<file path="src/aggregator_settings.svh">
`ifndef AGGREGATOR_SETTINGS_SVH
`define AGGREGATOR_SETTINGS_SVH

// Number of peer source ports
`define NUM_SOURCES 4

// Entries per port FIFO, also the credits each sender starts with
`define SOURCE_FIFO_DEPTH 4

// Width of the per-batch bot count
`define PCOEFF_COUNT_BITWIDTH 10

// Results FIFO holds 2^5 entries
`define RESULT_FIFO_DEPTH_LOG2 5

// Free entries left when almostFull rises
// Covers the back-pressure register delay plus the pipeline depth
`define RESULT_ALMOST_FULL_MARGIN 8

`endif

</file>
<file path="src/botTypesPkg.sv">
`include "aggregator_settings.svh"

package botTypesPkg;

    // One bot or top word
    typedef logic [127:0] bot_t;

    // Index of a peer source
    typedef logic [$clog2(`NUM_SOURCES)-1:0] sourceIdx_t;

    // Masked popcount of one bot, 0 to 128
    typedef logic [7:0] coeffTerm_t;

endpackage

</file>
<file path="src/resultTypesPkg.sv">
`include "aggregator_settings.svh"

package resultTypesPkg;

    // Sum of coefficient terms over one batch
    typedef logic [`PCOEFF_COUNT_BITWIDTH+35-1:0] pcoeffSum_t;

    // Number of bots in one batch
    typedef logic [`PCOEFF_COUNT_BITWIDTH-1:0] pcoeffCount_t;

endpackage

</file>
<file path="src/botSourcePort.sv">
`include "aggregator_settings.svh"

module botSourcePort (
    input  logic              clk,
    input  logic              rst,

    // Sender side, credit based
    input  logic              botValid,
    input  botTypesPkg::bot_t bot,
    input  logic              lastBotOfBatch,
    output logic              creditReturn,

    // Arbiter side
    input  logic              pop,
    output logic              portNotEmpty,
    output botTypesPkg::bot_t portBot,
    output logic              portLast
);
    import botTypesPkg::*;

    localparam int fifoDepth = `SOURCE_FIFO_DEPTH;
    localparam int ptrWidth = $clog2(fifoDepth);

    bot_t botMem [fifoDepth];
    logic lastMem [fifoDepth];

    logic [ptrWidth-1:0] writePtr;
    logic [ptrWidth-1:0] readPtr;
    logic [ptrWidth:0]   fillLevel;

    // Circular pointer step, depth need not be a power of two
    function automatic logic [ptrWidth-1:0] nextPtr(input logic [ptrWidth-1:0] ptr);
        logic [ptrWidth-1:0] result;
        if (ptr == ptrWidth'(fifoDepth - 1)) begin
            result = '0;
        end else begin
            result = ptr + 1'b1;
        end
        return result;
    endfunction

    // Entry storage
    always_ff @(posedge clk) begin
        if (botValid) begin
            botMem[writePtr] <= bot;
            lastMem[writePtr] <= lastBotOfBatch;
        end
    end

    always_ff @(posedge clk) begin
        if (rst) begin
            writePtr <= '0;
            readPtr <= '0;
            fillLevel <= '0;
            creditReturn <= 1'b0;
        end else begin
            if (botValid) begin
                writePtr <= nextPtr(writePtr);
            end
            if (pop) begin
                readPtr <= nextPtr(readPtr);
            end
            case ({botValid, pop})
                2'b10: fillLevel <= fillLevel + 1'b1;
                2'b01: fillLevel <= fillLevel - 1'b1;
                default: fillLevel <= fillLevel;
            endcase
            // One credit back per released entry
            creditReturn <= pop;
        end
    end

    // Head is always visible to the arbiter
    assign portNotEmpty = (fillLevel != '0);
    assign portBot = botMem[readPtr];
    assign portLast = lastMem[readPtr];

endmodule

</file>
<file path="src/botArbiter.sv">
`include "aggregator_settings.svh"

module botArbiter (
    input  logic                    clk,
    input  logic                    rst,

    // Port side
    input  logic [`NUM_SOURCES-1:0] portNotEmpty,
    input  botTypesPkg::bot_t       portBot [`NUM_SOURCES],
    input  logic [`NUM_SOURCES-1:0] portLast,
    input  logic                    resultsBlocked,
    output logic [`NUM_SOURCES-1:0] pop,

    // Pipeline side
    output logic                    coreBotValid,
    output botTypesPkg::bot_t       coreBot,
    output logic                    coreLast,
    output botTypesPkg::sourceIdx_t coreSource
);
    import botTypesPkg::*;

    sourceIdx_t grantIdx;
    logic       locked;

    sourceIdx_t nextIdx;
    sourceIdx_t candIdx;
    logic       nextFound;
    logic       grantedPop;

    // Round-robin search, starting after the last served port
    always_comb begin
        nextFound = 1'b0;
        nextIdx = grantIdx;
        candIdx = grantIdx;
        for (int i = 1; i <= `NUM_SOURCES; i++) begin
            candIdx = sourceIdx_t'((int'(grantIdx) + i) % `NUM_SOURCES);
            if (!nextFound && portNotEmpty[candIdx]) begin
                nextFound = 1'b1;
                nextIdx = candIdx;
            end
        end
    end

    // Pop the granted port whenever it has a bot and results can drain
    assign grantedPop = locked && !resultsBlocked && portNotEmpty[grantIdx];

    always_comb begin
        pop = '0;
        pop[grantIdx] = grantedPop;
    end

    always_ff @(posedge clk) begin
        if (rst) begin
            grantIdx <= sourceIdx_t'(`NUM_SOURCES - 1);
            locked <= 1'b0;
        end else if (!locked) begin
            if (nextFound) begin
                grantIdx <= nextIdx;
                locked <= 1'b1;
            end
        end else if (grantedPop && portLast[grantIdx]) begin
            // Batch complete, free the lock
            locked <= 1'b0;
        end
    end

    // Bot goes to the pipeline in its pop cycle
    assign coreBotValid = grantedPop;
    assign coreBot = portBot[grantIdx];
    assign coreLast = portLast[grantIdx];
    assign coreSource = grantIdx;

endmodule

</file>
<file path="src/aggregatingPipeline.sv">
module aggregatingPipeline (
    input  logic                        clk,
    input  logic                        rst,
    input  botTypesPkg::bot_t           sharedTop,

    // Bot input from the arbiter
    input  logic                        coreBotValid,
    input  botTypesPkg::bot_t           coreBot,
    input  logic                        coreLast,
    input  botTypesPkg::sourceIdx_t     coreSource,

    // One result per batch
    output logic                        resultValid,
    output botTypesPkg::sourceIdx_t     resultSource,
    output resultTypesPkg::pcoeffSum_t  pcoeffSum,
    output resultTypesPkg::pcoeffCount_t pcoeffCount
);
    import botTypesPkg::*;
    import resultTypesPkg::*;

    // Stage 1 registers
    logic       s1Valid;
    logic       s1Last;
    sourceIdx_t s1Source;
    coeffTerm_t s1Term;

    // Running batch state
    pcoeffSum_t   runningSum;
    pcoeffCount_t runningCount;

    pcoeffSum_t   batchSum;
    pcoeffCount_t batchCount;

    // Stage 1, masked popcount
    always_ff @(posedge clk) begin
        if (rst) begin
            s1Valid <= 1'b0;
        end else begin
            s1Valid <= coreBotValid;
        end
    end

    always_ff @(posedge clk) begin
        s1Last <= coreLast;
        s1Source <= coreSource;
        s1Term <= coeffTerm_t'($countones(coreBot & sharedTop));
    end

    // Totals including the bot now in stage 2
    assign batchSum = runningSum + pcoeffSum_t'(s1Term);
    assign batchCount = runningCount + pcoeffCount_t'(1);

    // Stage 2, accumulate and close the batch on its last bot
    always_ff @(posedge clk) begin
        if (rst) begin
            runningSum <= '0;
            runningCount <= '0;
            resultValid <= 1'b0;
        end else begin
            resultValid <= s1Valid && s1Last;
            if (s1Valid) begin
                if (s1Last) begin
                    runningSum <= '0;
                    runningCount <= '0;
                end else begin
                    runningSum <= batchSum;
                    runningCount <= batchCount;
                end
            end
        end
    end

    // Result fields, qualified by resultValid
    always_ff @(posedge clk) begin
        if (s1Valid && s1Last) begin
            resultSource <= s1Source;
            pcoeffSum <= batchSum;
            pcoeffCount <= batchCount;
        end
    end

endmodule

</file>
<file path="src/resultFifo.sv">
`include "aggregator_settings.svh"

module resultFifo (
    input  logic                         clk,
    input  logic                         rst,

    // Write side
    input  logic                         writeEnable,
    input  botTypesPkg::sourceIdx_t      dataSource,
    input  resultTypesPkg::pcoeffSum_t   dataSum,
    input  resultTypesPkg::pcoeffCount_t dataCount,
    output logic                         almostFull,

    // Read side, show-ahead
    input  logic                         readEnable,
    output botTypesPkg::sourceIdx_t      outSource,
    output resultTypesPkg::pcoeffSum_t   outSum,
    output resultTypesPkg::pcoeffCount_t outCount,
    output logic                         empty
);
    import botTypesPkg::*;
    import resultTypesPkg::*;

    localparam int depthLog2 = `RESULT_FIFO_DEPTH_LOG2;
    localparam int fifoDepth = 1 << depthLog2;

    sourceIdx_t   sourceMem [fifoDepth];
    pcoeffSum_t   sumMem [fifoDepth];
    pcoeffCount_t countMem [fifoDepth];

    // Pointers wrap naturally at the power-of-two depth
    logic [depthLog2-1:0] writePtr;
    logic [depthLog2-1:0] readPtr;
    logic [depthLog2:0]   occupancy;

    always_ff @(posedge clk) begin
        if (writeEnable) begin
            sourceMem[writePtr] <= dataSource;
            sumMem[writePtr] <= dataSum;
            countMem[writePtr] <= dataCount;
        end
    end

    always_ff @(posedge clk) begin
        if (rst) begin
            writePtr <= '0;
            readPtr <= '0;
            occupancy <= '0;
        end else begin
            writePtr <= writePtr + writeEnable;
            readPtr <= readPtr + readEnable;
            occupancy <= occupancy + writeEnable - readEnable;
        end
    end

    // Fewer than the margin of entries free
    assign almostFull = occupancy > (depthLog2 + 1)'(fifoDepth - `RESULT_ALMOST_FULL_MARGIN);
    assign empty = (occupancy == '0);

    assign outSource = sourceMem[readPtr];
    assign outSum = sumMem[readPtr];
    assign outCount = countMem[readPtr];

endmodule

</file>
<file path="src/aggregatingPipelineTop.sv">
`include "aggregator_settings.svh"

module aggregatingPipelineTop (
    input  logic                         clk,
    input  logic                         rst,
    input  botTypesPkg::bot_t            sharedTop,

    // Peer sources
    input  logic [`NUM_SOURCES-1:0]      botValid,
    input  botTypesPkg::bot_t            bot [`NUM_SOURCES],
    input  logic [`NUM_SOURCES-1:0]      lastBotOfBatch,
    output logic [`NUM_SOURCES-1:0]      creditReturn,

    // Results
    input  logic                         grabResults,
    output logic                         resultsAvailable,
    output botTypesPkg::sourceIdx_t      resultSource,
    output resultTypesPkg::pcoeffSum_t   pcoeffSum,
    output resultTypesPkg::pcoeffCount_t pcoeffCount
);
    import botTypesPkg::*;
    import resultTypesPkg::*;

    logic [`NUM_SOURCES-1:0] portNotEmpty;
    bot_t                    portBot [`NUM_SOURCES];
    logic [`NUM_SOURCES-1:0] portLast;
    logic [`NUM_SOURCES-1:0] pop;

    logic       coreBotValid;
    bot_t       coreBot;
    logic       coreLast;
    sourceIdx_t coreSource;

    logic         resultValid;
    sourceIdx_t   pipeSource;
    pcoeffSum_t   pipeSum;
    pcoeffCount_t pipeCount;

    // Result register in front of the FIFO
    logic         resultValidD;
    sourceIdx_t   pipeSourceD;
    pcoeffSum_t   pipeSumD;
    pcoeffCount_t pipeCountD;

    logic almostFull;
    logic resultsBlocked;
    logic fifoEmpty;

    for (genvar g = 0; g < `NUM_SOURCES; g++) begin : gen_ports
        botSourcePort port (
            .clk(clk),
            .rst(rst),
            .botValid(botValid[g]),
            .bot(bot[g]),
            .lastBotOfBatch(lastBotOfBatch[g]),
            .creditReturn(creditReturn[g]),
            .pop(pop[g]),
            .portNotEmpty(portNotEmpty[g]),
            .portBot(portBot[g]),
            .portLast(portLast[g])
        );
    end

    botArbiter arbiter (
        .clk(clk),
        .rst(rst),
        .portNotEmpty(portNotEmpty),
        .portBot(portBot),
        .portLast(portLast),
        .resultsBlocked(resultsBlocked),
        .pop(pop),
        .coreBotValid(coreBotValid),
        .coreBot(coreBot),
        .coreLast(coreLast),
        .coreSource(coreSource)
    );

    aggregatingPipeline computePipe (
        .clk(clk),
        .rst(rst),
        .sharedTop(sharedTop),
        .coreBotValid(coreBotValid),
        .coreBot(coreBot),
        .coreLast(coreLast),
        .coreSource(coreSource),
        .resultValid(resultValid),
        .resultSource(pipeSource),
        .pcoeffSum(pipeSum),
        .pcoeffCount(pipeCount)
    );

    // Back-pressure and result valid, registered once
    always_ff @(posedge clk) begin
        if (rst) begin
            resultsBlocked <= 1'b0;
            resultValidD <= 1'b0;
        end else begin
            resultsBlocked <= almostFull;
            resultValidD <= resultValid;
        end
    end

    always_ff @(posedge clk) begin
        pipeSourceD <= pipeSource;
        pipeSumD <= pipeSum;
        pipeCountD <= pipeCount;
    end

    resultFifo resultsFifo (
        .clk(clk),
        .rst(rst),
        .writeEnable(resultValidD),
        .dataSource(pipeSourceD),
        .dataSum(pipeSumD),
        .dataCount(pipeCountD),
        .almostFull(almostFull),
        .readEnable(grabResults),
        .outSource(resultSource),
        .outSum(pcoeffSum),
        .outCount(pcoeffCount),
        .empty(fifoEmpty)
    );

    assign resultsAvailable = !fifoEmpty;

endmodule

</file>
<file path="config.mk">
export PLATFORM = sky130hd
export DESIGN_NAME = aggregatingPipelineTop
export DESIGN_NICKNAME = d
export VERILOG_FILES = /design/src/botTypesPkg.sv /design/src/resultTypesPkg.sv /design/src/botSourcePort.sv /design/src/botArbiter.sv /design/src/aggregatingPipeline.sv /design/src/resultFifo.sv /design/src/aggregatingPipelineTop.sv
export VERILOG_INCLUDE_DIRS = /design/src
export SDC_FILE = /design/constraint.sdc
export NUM_CORES = 2
export LEC_CHECK = 0
export BUFFER_PORTS_ARGS = -buffer_cell sky130_fd_sc_hd__buf_2
export CAP_MARGIN = 15
export CORE_AREA = 5 5 548 550
export DETAILED_ROUTE_END_ITERATION = 8
export DIE_AREA = 0 0 553 555
export PLACE_DENSITY = 0.76
export SETUP_SLACK_MARGIN = 0.1
export SYNTH_ARGS = -nofsm -noshare
export SYNTH_HDL_FRONTEND = slang
export SYNTH_SLANG_ARGS = --single-unit
</file>
<file path="constraint.sdc">
create_clock -name clk -period 9 [get_ports clk]
set_clock_uncertainty 0.2 [all_clocks]
set_input_delay 0.9 -clock clk [delete_from_list [all_inputs] [get_ports clk]]
set_output_delay 0.9 -clock clk [all_outputs]
set_load 0.03 [all_outputs]
</file>
======== Word level (Yosys, flattened, before mapping) ========
Memory sizes are Yosys's and may differ from the RTL's. A register that Yosys moved wholly into a read port is not among the register bits.
Index checks and enable logic that the tools add are counted.
operators by class
  $add $sub $neg .......................... 153
  magnitude comparators ................... 8
  eq/ne operators ......................... 16
  mux-type cells .......................... 71
  bitwise operators ....................... 4
  reductions and logical operators ........ 24
operators with widths
  cell                     count
  $add A8 B8 Y8            63
  $bmux W128 S2            1
  $mux W128                2
  $add A1 B1 Y2            64
  $and A128 B128 Y128      1
  $mux W2                  28
  $add A45 B8 Y45          1
  $mux W45                 1
  $eq A2 B2 Y1 const B     12
  $mux W1                  24
  $pmux W3 S2              4
  $add A2 B1 Y2 const B    10
  $lt A2 B3 Y1 const B     5
  $mux W5                  3
  $add A3 B1 Y3 const B    4
  $bmux W1 S2              6
  $reduce_bool A3 Y1       4
  $sub A3 B1 Y3 const B    4
  $add A10 B1 Y10 const B  1
  $add A5 B1 Y5            2
  $mux W10                 1
  $eq A2 B1 Y1 const B     4
  $logic_and A1 B1 Y1      8
  $reduce_bool A2 Y1       4
  other kinds (14)         19
word-level totals
  register bits ........................... 235
  bits in writable memories ............... 3888
  input bits .............................. 651
  output and inout bits ................... 62
  logic and storage cells ................. 323
  memories kept ........................... 11
memories
  memory                    words  bits a word  rd ports  clocked after memory_dff  write ports  line                 text
  resultsFifo.sumMem        32     45           1         1                         1            resultFifo.sv:28     pcoeffSum_t sumMem [fifoDepth];
  gen_ports[0].port.botMem  4      128          1         1                         1            botSourcePort.sv:24  bot_t botMem [fifoDepth];
  gen_ports[1].port.botMem  4      128          1         1                         1            botSourcePort.sv:24
  gen_ports[2].port.botMem  4      128          1         1                         1            botSourcePort.sv:24
  gen_ports[3].port.botMem  4      128          1         1                         1            botSourcePort.sv:24
  resultsFifo.countMem      32     10           1         1                         1            resultFifo.sv:29     pcoeffCount_t countMem [fifoDepth];
  5 more memories           n/a    n/a          n/a       n/a                       n/a          n/a

======== Logic depth before layout (Yosys ltp) ========
  depth after elaboration ................. 15
  gate-level depth with buffers ........... 32
  gate-level depth less buffers ........... 30

======== By module ========
From an unflattened synthesis, not the netlist that was laid out.
second synthesis, totals
  cell total of the unflattened synthesis .. 7249
  area total of the unflattened synthesis .. 160467.7 um^2
modules (own cells, without submodules)
  module                  times used  cells an instance  area each (um^2)  seq. area each (um^2)
  botSourcePort           4           723                19093.3           15695.1
  resultFifo              1           3109               69845.7           55092.8
  aggregatingPipeline     1           984                9586.7            3072.9
  botArbiter              1           202                3464.6            60.1
  aggregatingPipelineTop  1           62                 1197.4            1181.1

======== Worst setup path before layout ========
Ideal clock, no wire load.
  path type ............................... register to register
  from .................................... reg with a tool-made name
  to ...................................... reg computePipe.s1Term[7]
  library setup time ...................... 72 ps
  arrival time ............................ 8346 ps
  required time ........................... 8728 ps
  slack ................................... 382 ps
  cell stages (with the launch flop) ...... 30
  path buffers ............................ 2
  clock period less this slack ............ 8618 ps
  path through ............................ dfxtp_1 clkbuf_1 buf_2 mux4_2 mux4_2 and2_1 ha_1 fa_1 inv_1 fa_1 inv_1 fa_1 inv_1 fa_1 fa_1 fa_1 inv_1 fa_1 inv_1 fa_1 fa_1 inv_1 ha_1 fa_1 a21oi_1 nor2_1 nor2_1 o21bai_1 a21oi_1 xnor2_1
RTL lines
  what                  line                       text
  to (signal assigned)  aggregatingPipeline.sv:46  s1Term <= coeffTerm_t'($countones(coreBot & sharedTop));
  to (decl)             aggregatingPipeline.sv:25  coeffTerm_t s1Term;

==> implementation parameters <==
Parameter                              Value

Logic synthesis
  Number of flip-flops and latches in the synthesized netlist ... 4131
  Average size of a mapped cell ... 23.1 sq um
  Top_reg_cell synth ... edfxtp_1
  Number of warnings reported in the yosys synthesis log ... 0
  Number of instances in the synthesized netlist ... 6990
  Count of flip-flops with a built-in enable after synthesis ... 3945
  Part of the Yosys area used for sequential elements ... 0.756
  Synthesized area ... 162000 sq um
  Mapped Nets ... 7911
  Proportion of register bits with asynchronous set or reset after synthesis ... 0
  Cell variety after synth ... 70

Worst setup path
  Crit path largest cell delay ... 640 ps
  Type of the setup path with the least slack ... register to register
  Endpoint type of the worst setup path ... register
  Maximum fanout along the worst path ... 8
  Data arrival at the endpoint of the critical path ... 9560 ps
  Data required time at the worst endpoint ... 9660 ps
  Cell with the biggest individual delay on the critical path ... fa_2
  Cell family contributing the most delay on the critical path ... adder cells
  Number of buffers and inverters on the critical path ... 8
  CP Launch Type ... register

CTS
  Buffer depth of the longest clock path ... 4
  Clock-pin transition on the worst setup and hold timing paths ... 60 ps
  TritonCTS clock tree ... yes
  Number of buffers added by the clock tree synthesis step ... 399
  H-tree levels ... 5
  Library cell used as clock root buffer ... clkbuf_16
  Clock network latency to the later pin of the worst-skew pair ... 1000 ps
  Sink count of the clock tree ... 4131

Power
  Pwr per Cell Area ... 339 nW/um^2
  Switching power as a share of total power ... 0.337
  Gate power share ... 0.397
  Maximum resistive drop on vdd ... 3.27 mV
  Switching power ... 22.0 mW
  Register share of total power ... 0.342
  Relative contribution of the clock network to total power ... 0.261
  Internal power ... 43.3 mW
  Total power draw ... 65.3 mW
  Leakage ... 62.9 nW

Detailed routing
  Pre-antenna DRT Iters ... 6
  Via total after detailed routing ... 87300
  Mean number of vias per cell ... 6.66
  First-iteration detailed-routing DRC count ... 14500
  Routed length per instance ... 37.6 um
  Routed wire length ... 494000 um
  DRC violations left ... 0
  Remaining number of nets flagged by the antenna check after routing ... 0

Die
  Area of the die ... 307000 sq um
  Rows ... 200
  Initial Util ... 0.547
  Core Box Area ... 295000 sq um
  Chip Height ... 555 um
  Horizontal die dimension ... 553 um
  Top-level I/O count ... 713

GRT
  Initial antenna violation count ... 198
  Maximum number of pins on one net before global-route repair ... 161
  Wire length of the first global-routing pass ... 666000 um
  Number of global-route vias before repair ... 87900
  Total routing usage reported by global routing ... 0.307
  Congestion Overflow GR ... 0

Min path
  Hold crit path type ... input port to register
  Worst min-delay path startpoint ... bot[340]

STA
  Final min period ... 8900 ps
  Worst slew margin relative to its limit ... 0.138
  Slew at the pin closest to its max-slew limit ... 1290 ps
  Worst Hold Margin ... 59.3 ps
  Highest achievable clock rate ... 0.112 GHz
  Ratio of final minimum period to clock period ... 0.989
  Setup violation total in the final timing report ... 0
  RSZ-0062 raised after global routing ... true
  Number of hold violations in the final report ... 0
  Fin. max-slew vios ... 0

Run
  Max-cap violations ... 0

Cells and area
  Fraction of layout cells with a size suffix above 1 ... 0.350
  Final non-filler cell area ... 193000 sq um
  Final #Nets ... 9610
  Syn-to-layout area delta ... 19.2%

Placement
  Gp weighted congestion ... 0.856
  HPWL after detailed placement ... 271000 um
  Number of port buffers ... 712
  Post-place instance area ... 172000 sq um

Outcome
  Status ... completed
-- cells in the final DEF, fill, tap and decap left out, types with 82 or more instances in the layout --
master         netlist  routed
clkbuf_1           180      87
buf_4               26     274
mux4_2            1219    1219
diode_2              0     157
inv_1              267     252
ha_1               134     106
clkbuf_16            0     403
fa_1               136     120
buf_12               0      86
buf_2               95     711
edfxtp_1          3945    3945
dfxtp_1            186     172
dlygate4sd3_1        0     504
nor2_1             115      82
and2_1             149      95
-- area by class of cell --
class,instances,area [sq um]
diodes,157,393
clock buffers,510,10700
clock inverters,227,2450
fillers,18000,103000
inverters,270,1020
multi-input cells,2264,37700
flip-flops and latches,4131,122000
well taps,3939,4930
repair buffers,1623,13200
-- kinds of logic after synthesis --
logic type	after synthesis	share of synthesized area
buffers and inverters	595	0.0152
flip-flops	4131	0.756
AND/OR/NAND/NOR	457	0.0156
adder cells (fa/ha/maj)	270	0.0272
XOR/XNOR	75	0.00407
AO/OA/AOI/OAI	177	0.00719
multiplexers	1285	0.174
-- metrics by stage --
step | setup WS [ps] | setup TNS [ps] | cells | utilization
after floorplan | 382 | 0 | 6990 | -
after global routing | -125 | -125 | 13100 | 0.652
after global placement | -75.6 | -75.6 | 11600 | 0.583
after CTS | 124 | 0 | 12900 | 0.647
after detailed placement | -92.8 | -92.8 | 11600 | 0.583
final | 97.6 | 0 | 13100 | 0.652
-- Yosys cell counts, types with 55 or more instances --
| library cell | n | share of area |
|---|---|---|
| fa_1 | 136 | 0.017 |
| and2_1 | 149 | 0.0058 |
| mux2_2 | 57 | 0.0040 |
| nor2_1 | 115 | 0.0027 |
| mux4_2 | 1219 | 0.17 |
| dfxtp_1 | 186 | 0.023 |
| inv_1 | 267 | 0.0062 |
| buf_2 | 95 | 0.0029 |
| clkbuf_1 | 180 | 0.0042 |
| a21oi_1 | 55 | 0.0017 |
| ha_1 | 134 | 0.010 |
| edfxtp_1 | 3945 | 0.73 |
-- flip-flops by register name (all words and copies together), names as in the netlist, 10 cells and up, named ones only --
signal / flops
resultsFifo.sourceMem: 64
resultsFifo.sumMem: 1440
computePipe.pcoeffSum: 45
gen_ports.port.fillLevel: 12
resultsFifo.countMem: 320
gen_ports.port.botMem: 2048
computePipe.runningCount: 10
pipeSumD: 45
gen_ports.port.lastMem: 16
pipeCountD: 10
computePipe.pcoeffCount: 10
computePipe.runningSum: 45
-- path summary, 6_finish.rpt --
path                                                         to  slack, ps  cells past startpoint
worst max register to register            computePipe.s1Term[7]        100                     29
worst min register to register                    pipeCountD[8]        150                      0
worst max-delay path                      computePipe.s1Term[7]        100                     29
worst min-delay path            gen_ports[1].port.botMem[0][84]         60                      1
-- routing by layer --
layer | wire length [um] | track usage | part of all wire
met1 | 157000 | 0.392 | 0.32
met4 | 32600 | 0.145 | 0.066
met5 | 642 | 0 | 0.0013
met3 | 65500 | 0.0804 | 0.13
met2 | 238000 | 0.500 | 0.48
-- power groups by stage --
stage | Combinational (mW) | Clock [mW] | Sequential [mW]
final | 25.9 | 17.0 | 22.4
after global routing | 27.9 | 18.0 | 22.4
after CTS | 25.1 | 16.9 | 22.3
after detailed placement | 24.3 | 0 | 22.7
after global placement | 24.0 | 0 | 22.7
after floorplan | 17.9 | 0 | 22.6
-- timing repair --
| item | in CTS | in global routing |
|---|---|---|
| setup endpoints to repair | 2 | 3 |
| pin swaps | 29 | 63 |
| resized for setup | 81 | 119 |
| hold buffers | 504 | 0 |
| buffers inserted | 36 | 70 |
| gates cloned | 3 | 1 |
| endpoints found under the hold margin | 2012 | 0 |
(Power assumes the default switching activity.)
